`src/verilog/led_consts.svh`:
```
`ifndef LED_CONSTS_SVH
`define LED_CONSTS_SVH

// strand geometry
`define NUM_STRANDS 4
`define NUM_LEDS 4

// bits per colour channel
`define COLOR_WIDTH 8

// serial bit timing, in 100 MHz clock cycles
// high time of a 0 bit (350 ns)
`define T0H 35
// high time of a 1 bit (700 ns)
`define T1H 70
// full bit period (1.25 us)
`define TBIT 125

// low time after the last bit before the strand latches (50 us)
`define TLATCH 5000

`endif

```
`src/verilog/led_pkg.sv`:
```
`default_nettype none

`include "led_consts.svh"

package led_pkg;

    // one colour channel
    typedef logic [`COLOR_WIDTH-1:0] color_t;

    // wire order of one LED, green goes out first, MSB first
    typedef struct packed {
        color_t green;
        color_t red;
        color_t blue;
    } grb_t;

    // position of an LED inside its strand
    typedef logic [$clog2(`NUM_LEDS)-1:0] led_idx_t;

    // which strand a request came from
    typedef logic [$clog2(`NUM_STRANDS)-1:0] strand_id_t;

endpackage

`default_nettype wire

```
`src/verilog/pattern_pkg.sv`:
```
`default_nettype none

package pattern_pkg;

    // pattern select, straight from sw[15:14]
    typedef enum logic [1:0] {
        // everything dark
        pat_off      = 2'd0,
        // all channels at the brightness
        pat_solid    = 2'd1,
        // red rises, green falls along the strands, blue follows the frame
        pat_gradient = 2'd2,
        // one lit LED per strand stepping each frame
        pat_chase    = 2'd3
    } pattern_mode_e;

    // completed frame count, also shown on the board LEDs
    typedef logic [15:0] frame_cnt_t;

endpackage

`default_nettype wire

```
`src/verilog/pattern_source.sv`:
```
`timescale 1ns/1ps
`default_nettype none

`include "led_consts.svh"

module pattern_source (
    input  logic                      clk_in,
    input  logic                      reset,
    input  pattern_pkg::pattern_mode_e mode,
    input  led_pkg::color_t           brightness,
    input  pattern_pkg::frame_cnt_t   frame_cnt,
    input  logic                      color_req [`NUM_STRANDS],
    input  led_pkg::led_idx_t         req_idx [`NUM_STRANDS],
    output led_pkg::grb_t             color_word,
    output logic                      color_valid [`NUM_STRANDS]
);

    import led_pkg::*;
    import pattern_pkg::*;

    // strands still waiting for a word
    logic [`NUM_STRANDS-1:0] pending;

    // last strand served, search starts just after it
    strand_id_t last_id;

    // winner of this cycle
    logic       grant_found;
    strand_id_t grant_id;
    led_idx_t   grant_idx;

    // global LED number, strand id above the index
    logic [$bits(strand_id_t)+$bits(led_idx_t)-1:0] led_num;

    // colour for the winner, registered below
    grb_t   next_word;
    color_t grad_red;
    led_idx_t chase_pos;

    // a strand whose valid is out this cycle drops its request next cycle,
    // so it must not win again now
    always_comb begin
        for (int i = 0; i < `NUM_STRANDS; i++) begin
            pending[i] = color_req[i] & ~color_valid[i];
        end
    end

    // rotating priority, first pending strand after last_id wins
    always_comb begin
        grant_found = 1'b0;
        grant_id    = last_id;
        for (int i = 1; i <= `NUM_STRANDS; i++) begin
            if (!grant_found && pending[strand_id_t'(last_id + i)]) begin
                grant_found = 1'b1;
                grant_id    = strand_id_t'(last_id + i);
            end
        end
    end

    assign grant_idx = req_idx[grant_id];
    assign led_num   = {grant_id, grant_idx};

    // 16 per LED step along the whole chain
    assign grad_red  = color_t'(led_num) << 4;
    // lit position for chase, same on every strand
    assign chase_pos = led_idx_t'(frame_cnt % `NUM_LEDS);

    // mode rule for the winning strand and index
    always_comb begin
        next_word = '0;
        case (mode)
            pat_solid: begin
                next_word.green = brightness;
                next_word.red   = brightness;
                next_word.blue  = brightness;
            end
            pat_gradient: begin
                next_word.red   = grad_red;
                next_word.green = color_t'('1) - grad_red;
                next_word.blue  = color_t'(frame_cnt);
            end
            pat_chase: begin
                if (grant_idx == chase_pos) begin
                    next_word.green = brightness;
                    next_word.red   = brightness;
                    next_word.blue  = brightness;
                end
            end
            default: next_word = '0;
        endcase
    end

    // colour word is shared by all strands
    always_ff @(posedge clk_in) begin
        if (grant_found) begin
            color_word <= next_word;
        end
    end

    // one-hot valid back to the served strand only
    always_ff @(posedge clk_in) begin
        if (reset) begin
            last_id <= '0;
            for (int i = 0; i < `NUM_STRANDS; i++) begin
                color_valid[i] <= 1'b0;
            end
        end else begin
            for (int i = 0; i < `NUM_STRANDS; i++) begin
                color_valid[i] <= grant_found && (grant_id == strand_id_t'(i));
            end
            if (grant_found) begin
                last_id <= grant_id;
            end
        end
    end

endmodule

`default_nettype wire

```
`src/verilog/led_driver.sv`:
```
`timescale 1ns/1ps
`default_nettype none

`include "led_consts.svh"

module led_driver (
    input  logic              clk_in,
    input  logic              reset,
    input  logic              frame_start,
    input  logic              force_restart,
    output logic              color_req,
    output led_pkg::led_idx_t req_idx,
    input  led_pkg::grb_t     color_word,
    input  logic              color_valid,
    output logic              strand_out,
    output logic              frame_done
);

    import led_pkg::*;

    // counter covers the latch gap, the bit period fits easily
    localparam int phase_w = $clog2(`TLATCH);
    localparam int grb_bits = $bits(grb_t);

    typedef enum logic [1:0] {
        st_idle,
        st_shift,
        st_latch
    } state_t;

    state_t state;

    // word on the wire, MSB goes out first
    grb_t shift_reg;
    logic [4:0] bit_cnt;
    logic [phase_w-1:0] phase_cnt;
    // LED currently being shifted
    led_idx_t led_cnt;
    led_idx_t next_led;

    // prefetched word for the following LED
    grb_t buf_word;
    logic buf_full;

    // high time of the bit now on the wire
    logic [phase_w-1:0] high_time;

    assign high_time = shift_reg[grb_bits-1] ? phase_w'(`T1H) : phase_w'(`T0H);
    assign next_led  = led_cnt + 1'b1;

    // prefetch buffer payload
    always_ff @(posedge clk_in) begin
        if (color_valid && color_req) begin
            buf_word <= color_word;
        end
    end

    always_ff @(posedge clk_in) begin
        if (reset) begin
            state      <= st_idle;
            color_req  <= 1'b0;
            req_idx    <= '0;
            buf_full   <= 1'b0;
            phase_cnt  <= '0;
            bit_cnt    <= '0;
            led_cnt    <= '0;
            strand_out <= 1'b0;
            frame_done <= 1'b0;
        end else begin
            frame_done <= 1'b0;
            // line is high only in the first part of each bit
            strand_out <= (state == st_shift) && (phase_cnt < high_time);

            // word came back, request drops next cycle
            if (color_valid && color_req) begin
                buf_full  <= 1'b1;
                color_req <= 1'b0;
            end

            if (force_restart) begin
                // abort whatever is in flight and hold the line low
                state     <= st_latch;
                phase_cnt <= '0;
                color_req <= 1'b0;
                buf_full  <= 1'b0;
            end else begin
                case (state)
                    st_idle: begin
                        if (frame_start) begin
                            // fetch LED 0 before anything goes out
                            color_req <= 1'b1;
                            req_idx   <= '0;
                        end else if (buf_full) begin
                            shift_reg <= buf_word;
                            buf_full  <= 1'b0;
                            phase_cnt <= '0;
                            bit_cnt   <= '0;
                            led_cnt   <= '0;
                            state     <= st_shift;
                            // LED 1 is fetched while LED 0 shifts
                            if (`NUM_LEDS > 1) begin
                                color_req <= 1'b1;
                                req_idx   <= led_idx_t'(1);
                            end
                        end
                    end

                    st_shift: begin
                        if (phase_cnt == phase_w'(`TBIT - 1)) begin
                            phase_cnt <= '0;
                            if (bit_cnt == 5'(grb_bits - 1)) begin
                                if (led_cnt == led_idx_t'(`NUM_LEDS - 1)) begin
                                    // last bit of the strand done
                                    state <= st_latch;
                                end else begin
                                    // next LED follows with no gap
                                    shift_reg <= buf_word;
                                    buf_full  <= 1'b0;
                                    bit_cnt   <= '0;
                                    led_cnt   <= next_led;
                                    if (next_led != led_idx_t'(`NUM_LEDS - 1)) begin
                                        color_req <= 1'b1;
                                        req_idx   <= next_led + 1'b1;
                                    end
                                end
                            end else begin
                                bit_cnt   <= bit_cnt + 1'b1;
                                shift_reg <= grb_t'({shift_reg[grb_bits-2:0], 1'b0});
                            end
                        end else begin
                            phase_cnt <= phase_cnt + 1'b1;
                        end
                    end

                    st_latch: begin
                        // strand latches after the low gap
                        if (phase_cnt == phase_w'(`TLATCH - 1)) begin
                            phase_cnt  <= '0;
                            frame_done <= 1'b1;
                            state      <= st_idle;
                        end else begin
                            phase_cnt <= phase_cnt + 1'b1;
                        end
                    end

                    default: state <= st_idle;
                endcase
            end
        end
    end

endmodule

`default_nettype wire

```
`src/verilog/frame_scheduler.sv`:
```
`timescale 1ns/1ps
`default_nettype none

`include "led_consts.svh"

module frame_scheduler (
    input  logic                    clk_in,
    input  logic                    reset,
    input  logic                    frame_done [`NUM_STRANDS],
    output logic                    frame_start,
    output pattern_pkg::frame_cnt_t frame_cnt
);

    // sticky done per strand for the current frame
    logic [`NUM_STRANDS-1:0] done_flags;
    // flags including this cycle's pulses
    logic [`NUM_STRANDS-1:0] done_next;
    logic all_done;

    // first frame goes out right after reset
    logic started;

    always_comb begin
        for (int i = 0; i < `NUM_STRANDS; i++) begin
            done_next[i] = done_flags[i] | frame_done[i];
        end
    end

    // every strand in, start the next frame on the following cycle
    assign all_done = &done_next;

    always_ff @(posedge clk_in) begin
        if (reset) begin
            done_flags  <= '0;
            frame_start <= 1'b0;
            frame_cnt   <= '0;
            started     <= 1'b0;
        end else begin
            frame_start <= 1'b0;
            if (!started) begin
                started     <= 1'b1;
                frame_start <= 1'b1;
                done_flags  <= '0;
            end else if (all_done) begin
                // an aborted frame counts too
                frame_start <= 1'b1;
                frame_cnt   <= frame_cnt + 1'b1;
                done_flags  <= '0;
            end else begin
                done_flags <= done_next;
            end
        end
    end

endmodule

`default_nettype wire

```
`src/verilog/top_level.sv`:
```
`timescale 1ns/1ps
`default_nettype none

`include "led_consts.svh"

module top_level (
    input  wire         clk_100mhz,
    // btn[0] reset, btn[1] force restart
    input  wire  [3:0]  btn,
    // sw[15:14] pattern, sw[7:0] brightness
    input  wire  [15:0] sw,
    // green board LEDs show the frame count
    output logic [15:0] led,
    output logic [2:0]  rgb0,
    output logic [2:0]  rgb1,
    // one serial line per strand, on PMODA
    output logic [3:0]  strand_out
);

    import led_pkg::*;
    import pattern_pkg::*;

    logic reset;
    logic force_restart;

    pattern_mode_e mode;
    color_t        brightness;
    frame_cnt_t    frame_cnt;

    // frame control
    logic frame_start;
    logic frame_done [`NUM_STRANDS];

    // colour request path between the drivers and the source
    logic     color_req [`NUM_STRANDS];
    led_idx_t req_idx [`NUM_STRANDS];
    logic     color_valid [`NUM_STRANDS];
    grb_t     color_word;

    // RGB board LEDs unused, keep them dark
    assign rgb0 = 3'b000;
    assign rgb1 = 3'b000;

    assign reset         = btn[0];
    assign force_restart = btn[1];
    assign mode          = pattern_mode_e'(sw[15:14]);
    assign brightness    = color_t'(sw[7:0]);

    assign led = frame_cnt;

    // one colour server for all strands
    pattern_source u_pattern (
        .clk_in      (clk_100mhz),
        .reset       (reset),
        .mode        (mode),
        .brightness  (brightness),
        .frame_cnt   (frame_cnt),
        .color_req   (color_req),
        .req_idx     (req_idx),
        .color_word  (color_word),
        .color_valid (color_valid)
    );

    // identical strand drivers
    for (genvar s = 0; s < `NUM_STRANDS; s++) begin : g_strand
        led_driver u_driver (
            .clk_in        (clk_100mhz),
            .reset         (reset),
            .frame_start   (frame_start),
            .force_restart (force_restart),
            .color_req     (color_req[s]),
            .req_idx       (req_idx[s]),
            .color_word    (color_word),
            .color_valid   (color_valid[s]),
            .strand_out    (strand_out[s]),
            .frame_done    (frame_done[s])
        );
    end

    // frame start and count
    frame_scheduler u_scheduler (
        .clk_in      (clk_100mhz),
        .reset       (reset),
        .frame_done  (frame_done),
        .frame_start (frame_start),
        .frame_cnt   (frame_cnt)
    );

endmodule

`default_nettype wire

```
`config.mk`:
```
export PLATFORM = sky130hd
export DESIGN_NAME = top_level
export DESIGN_NICKNAME = d
export VERILOG_FILES = /design/src/verilog/led_pkg.sv /design/src/verilog/pattern_pkg.sv /design/src/verilog/pattern_source.sv /design/src/verilog/led_driver.sv /design/src/verilog/frame_scheduler.sv /design/src/verilog/top_level.sv
export VERILOG_INCLUDE_DIRS = /design/src /design/src/verilog
export SDC_FILE = /design/constraint.sdc
export NUM_CORES = 1
export LEC_CHECK = 0
export ABC_AREA = 1
export BUFFER_PORTS_ARGS = -buffer_cell sky130_fd_sc_hd__buf_2
export CAP_MARGIN = 15
export CORE_UTILIZATION = 60
export CTS_CLUSTER_DIAMETER = 120
export DETAILED_ROUTE_END_ITERATION = 8
export GPL_ROUTABILITY_DRIVEN = 0
export PLACE_DENSITY_LB_ADDON = 0.05
export SLEW_MARGIN = 20
export SYNTH_ARGS = -nofsm -noshare
export SYNTH_HDL_FRONTEND = slang
export SYNTH_HIERARCHICAL = 1
export SYNTH_SLANG_ARGS = --single-unit
```
`constraint.sdc`:
```
create_clock -name clk_100mhz -period 5.3 [get_ports clk_100mhz]
set_input_delay 0.265 -clock clk_100mhz [delete_from_list [all_inputs] [get_ports clk_100mhz]]
set_output_delay 0.265 -clock clk_100mhz [all_outputs]
set_load 0.005 [all_outputs]
```
# Yosys cells after proc, flatten, opt, wreduce, memory -nomap -nowiden
# Index checks and enable logic that the tools add are counted.
# word_totals
reg_bits	356
output_inout_bits	26
# op_classes
bitwise	20
add_sub_neg	22
n_lt_le_gt_ge	9
n_eq_ne	99
muxes	240
n_reduce_logical	67
# ops
operator	n
$mux W24	21
$mux W13	16
$pmux W24 S2	4
$pmux W13 S3	4
$mux W2	74
$mux W5	20
$reduce_and A7 Y1	12
$pmux W24 S3	1
$reduce_and A6 Y1	12
$mux W1	67
$ne A3 B3 Y1 const B	20
$ne A2 B2 Y1 const B	28
$add A13 B1 Y13 const B	4
$eq A13 B13 Y1 const B	4
$eq A13 B7 Y1 const B	4
$lt A13 B13 Y1	4
$pmux W5 S2	4
$pmux W2 S2	8
$mux W7	4
$eq A2 B2 Y1 const B	12
$ne A3 B2 Y1 const B	8
$pmux W2 S3	4
$add A2 B1 Y2 const B	10
$add A5 B1 Y5 const B	4
27 further kinds	108

# Longest topological paths before layout
# depth
depth_word	21
depth_mapped	19
depth_no_buf	18

# Cells and area by module
# Netlist, hierarchy kept.
# modules_own_cells
mod	area_each_um2	n_inst	cells_per_inst
led_driver at g_strand[1].u_driver	3727.3	1	413
led_driver at g_strand[0].u_driver	3639.7	1	389
led_driver at g_strand[2].u_driver	3574.7	1	405
led_driver at g_strand[3].u_driver	3542.1	1	407
pattern_source	1756.7	1	216
frame_scheduler	1011.0	1	152
top_level	48.8	1	7

# Worst setup path before layout
# No wires, ideal clock.
# synth_path
path_kind	register to register
start	reg u_pattern.last_id[0]
end	reg u_pattern/color_word[0] (netlist name)
path_buffers	1
t_required_ns	4.882
arrival_ns	1.964
setup_slack_ns	2.918
setup_time_ns	0.418
stages_incl_launch_ff	6
cell_sequence	dfxtp_1 -> inv_2 -> buf_6 -> nand2_1 -> nand2_1 -> o2111ai_1
# synth_between
elab_chain_cells	13
elab_cells_between_ends	22
# synth_lines
element	line_no	text
from (decl)	pattern_source.sv:25	strand_id_t last_id;
from (signal assigned)	pattern_source.sv:112	last_id <= grant_id;
$add A2 B1 Y2	pattern_source.sv:53	if (!grant_found && pending[strand_id_t'(last_id + i)]) begin
$bmux W1 S2	pattern_source.sv:53	
$mux W1 (implied by the code)	pattern_source.sv:53	
$mux W1	pattern_source.sv:53	
$logic_not A1 Y1	pattern_source.sv:53	
$logic_and A1 B1 Y1	pattern_source.sv:53	
$mux W1	pattern_source.sv:53	
$logic_not A1 Y1	pattern_source.sv:53	
$logic_and A1 B1 Y1	pattern_source.sv:53	
$mux W1	pattern_source.sv:53	
$logic_not A1 Y1	pattern_source.sv:53	
$logic_and A1 B1 Y1	pattern_source.sv:53	
$mux W1 (*)	pattern_source.sv:53	
via u_pattern.grant_found	pattern_source.sv:28	logic grant_found;
# The timed path passes the listed nets; every way through them passes the cells marked *. The select of a mux whose other input is x is not followed.
# A chain may end at the register's enable or synchronous reset.

# Worst setup path after layout
# layout_path
start	reg g_strand[3].u_driver.state[1]
end	reg g_strand[3].u_driver/shift_reg[1] (netlist bit), enable pin
# layout_between
elab_chain_cells	3
elab_cells_between_ends	8
# layout_lines
element	line_no	text
from (decl)	led_driver.sv:31	state_t state;
from (signal assigned)	led_driver.sv:60	state <= st_idle;
from (signal assigned)	led_driver.sv:82	state <= st_latch;
from (signal assigned)	led_driver.sv:99	state <= st_shift;
$eq A2 B1 Y1 / $logic_not A2 Y1 (equally long branches)	led_driver.sv:87	case (state)
$ne A3 B3 Y1 (no source line), or another cell as far along	--	
$reduce_and A7 Y1 (no source line) (*)	--	
to (signal assigned)	led_driver.sv:94	shift_reg <= buf_word;
to (signal assigned)	led_driver.sv:117	shift_reg <= buf_word;
to (signal assigned)	led_driver.sv:128	shift_reg <= grb_t'({shift_reg[grb_bits-2:0], 1'b0});
to (decl)	led_driver.sv:34	grb_t shift_reg;
# Mark *: on every way between the ends. The rest lies on a longest branch, timed or not.

==> results by group <==
Critical path
  • Flop2flop setup slack: 2.54 ns
  • Crit Path Category: reg -> reg
  • CP Max Fanout: 24
  • Worst Path Required: 5.45 ns
  • CP arrival: 2.92 ns
  • CP Launch Type: flip-flop
  • Worst Setup End Kind: flip-flop

Logic synthesis
  • Seq/Total Area, Yosys: 53.7%
  • Adder-Cell Fraction of Synth Area: 3.54%
  • Register bit total from synthesis: 356
  • Post-synth top cells: nand2_1 (640), edfxtp_1 (216), nor2_1 (204), inv_1 (201), dfxtp_1 (140)
  • Area of the mapped netlist: 17,300 um^2
  • Async SR Flop Fraction: 0%
  • Top-area cell type share of the netlist area: 37.5%
  • Count leader, synth: nand2_1
  • Predominant post-synthesis flop cell: edfxtp_1
  • Cells after Synth: 1,989
  • Number of flops mapped to enable cells by yosys: 216
  • Synth Area in Compound Gates: 4.39%
  • Largest family of logic cells by synthesized area: simple AND/OR/NAND/NOR gates
  • Post-synth cell types: 55
  • Synth area leader: edfxtp_1
  • XOR/XNOR share of the synthesized area: 1.11%
  • Largest cells by area after synthesis: edfxtp_1 (37%), dfxtp_1 (16%), nand2_1 (14%)
  • Mux cell area share after synthesis: 0%
  • Synth Area per Inst: 8.70 um^2
  • Synth Area in Simple Gates: 30.6%
  • Yosys Warn Count: 6

Clock network
  • CTS tree: built
  • CTS hold repair buffers: 0
  • Reg clk slew, reported paths: 0.06 ns
  • Clk sinks: 356
  • Root buffer cell: clkbuf_16
  • CTS Buf Count: 39
  • Post-CTS Resized: 0
  • Htree depth: 2
  • Clk Latency, worst-skew pair: 0.53 ns
  • Post-CTS setup buffer count: 0
  • CTS max path bufs: 3

Placed design
  • Number of buffers added on ports: 32
  • DP Wirelength: 24,300 um

Global routing
  • Vias in the first global route: 12,000
  • First-pass GRT wire length: 58,000 um
  • M2 GR Usage: 40.9%
  • Met1 GRT Util: 34.1%
  • Initial antenna violation count: 0
  • Largest net degree at the start of global routing: 31
  • Grt ovf: 0
  • Total GRT Usage: 24.6%
  • GRT busiest layer: met2
  • GR Util met3: 3.43%

Timing
  • Fin. max-slew vios: 0
  • Rel. slew slack: 29.0%
  • Fin Setup TNS: 0 ns
  • Slew @ Worst Pin: 1.06 ns
  • # setup viols final: 0
  • Unrepaired setup endpoints after global routing: no
  • Tcrit/Tclk final: 52.1%
  • Minimum clock period after layout: 2.76 ns
  • Fmax: 362 MHz
  • Fin Hold WS: 0.113 ns
  • Final Hold Viols: 0
  • Worst clock skew: 0.0190 ns

Floorplanning
  • Core area: 28,100 um^2
  • Row count: 61
  • Die Footprint: 29,500 um^2
  • I/O pins: 47
  • Initial Utilization: 61.6%
  • Die Y: 172 um
  • Die width: 172 um

Job
  • Maxcap violations: 0

Final layout
  • Filler cell count in the final layout: 2,313
  • Final core occ: 67.5%
  • Final net count: 2,096
  • Share of cells above drive strength 1: 11.5%
  • Area delta synth->final: 9.55%
  • Ant diodes: 0

Power and ir drop
  • Lkg Pwr: 7.91 nW
  • Int Power: 5.03 mW
  • Sw frac: 27.0%
  • Comb pwr share: 10.9%
  • Peak supply drop: 0.279 mV
  • Flop pwr share: 50.9%
  • Pwr/cell area: 364 nW/um^2
  • P_sw: 1.86 mW
  • Clock power share: 38.2%

Detailed routing
  • WL per Instance: 14.4 um
  • TritonRoute pass-1 iters: 5
  • Total number of vias: 13,000
  • Antenna viol nets, final: 0
  • Final WL: 35,100 um
  • Vias/cell: 5.33
  • DRT iter0 DRCs: 813
  • Residual DRC: 0

Outcome
  • Status: completed

Worst hold path
  • Hold/Removal Path Class: in -> reg
[worst paths after layout]
check | start | end | cells after the start
worst min register to register | u_scheduler/done_flags[1] | u_scheduler/done_flags[1] | 2
worst max register to register | g_strand[3].u_driver/state[1] | g_strand[3].u_driver/shift_reg[1] | 8
worst min-delay path | sw[3] | u_pattern/color_word[11] | 3
worst max-delay path | g_strand[3].u_driver/state[1] | g_strand[3].u_driver/shift_reg[1] | 8
[power groups by stage]
stage	registers [mW]	clock network [mW]	logic [mW]
after floorplan	3.42	0	0.603
after global placement	3.56	0	0.731
after detailed placement	3.57	0	0.743
after CTS	3.51	2.69	0.747
after global routing	3.54	2.80	0.848
final	3.51	2.63	0.749
[logic make-up (layout without fill, tap and decap cells)]
logic type	count (synthesis)	in the layout
fa+ha+maj	49	49
xor+xnor	22	22
buf+inv	269	332
simple gates	1156	1156
compound gates	136	136
other cells	1	6
flops	356	356
[critical path, cell delays in order, from the launching register on]
cell and delay [ns]:
dfxtp_1 0.33, inv_1 0.10, ha_1 0.38, o21ai_0 0.18
nor2_1 0.29, nand3_2 0.16, inv_2 0.10, nand2_1 0.07
inv_1 0.77
[layer usage]
layer | wire [um] | up-vias
met4 | 486 | 0
met3 | 1990 | 46
met2 | 16200 | 347
li1 | - | 6534
met5 | 0 | -
met1 | 16400 | 6051
[through the flow]
| stage | worst slack, ns | instances | power, mW | cell area, um^2 |
|---|---|---|---|---|
| 2_1_floorplan | 2.92 | 1994 | 4.02 | 17300 |
| 3_3_place_gp | 2.66 | 2363 | 4.29 | 17700 |
| 3_5_place_dp | 2.55 | 2363 | 4.31 | 17700 |
| 4_1_cts | 2.54 | 2435 | 6.95 | 19000 |
| 5_1_grt | 2.35 | 2435 | 7.19 | 19000 |
| 6_report | 2.54 | 2435 | 6.89 | 19000 |
[final cells by class]
class                      instances  area, um^2  area share (%)
tap                              378         473            2.50
inverter                         225         851            4.49
timing repair buffer              35         183           0.964
clock buffer                      51        1080            5.70
sequential                       356        9290            49.0
multi-input combinational       1369        6880            36.3
clock inverter                    21         195            1.03
[cells in the final DEF (no fill, tap or decap), types with 3 or more instances in the layout]
cell type,n
nor2_4,11
clkbuf_1,6
nor2_2,16
nand3_1,118
o21ai_1,4
nand3_2,21
nand2_1,640
ha_1,49
conb_1,6
nand2_4,11
clkbuf_8,6
o21ai_2,3
clkinv_2,16
o21ai_0,37
clkinv_1,4
nor3_2,3
nor2_1,204
dfxtp_1,140
edfxtp_1,216
clkbuf_16,39
o31ai_1,3
nand4_1,50
xor2_1,19
a21oi_1,69
buf_2,32
nand3_4,4
xnor2_1,3
inv_1,200
nand2_2,30
nor3_1,30
nand4_2,4
nor2_8,3
o211ai_1,4
buf_4,3
inv_2,19
No activity file was read; power rests on OpenSTA's default activity.
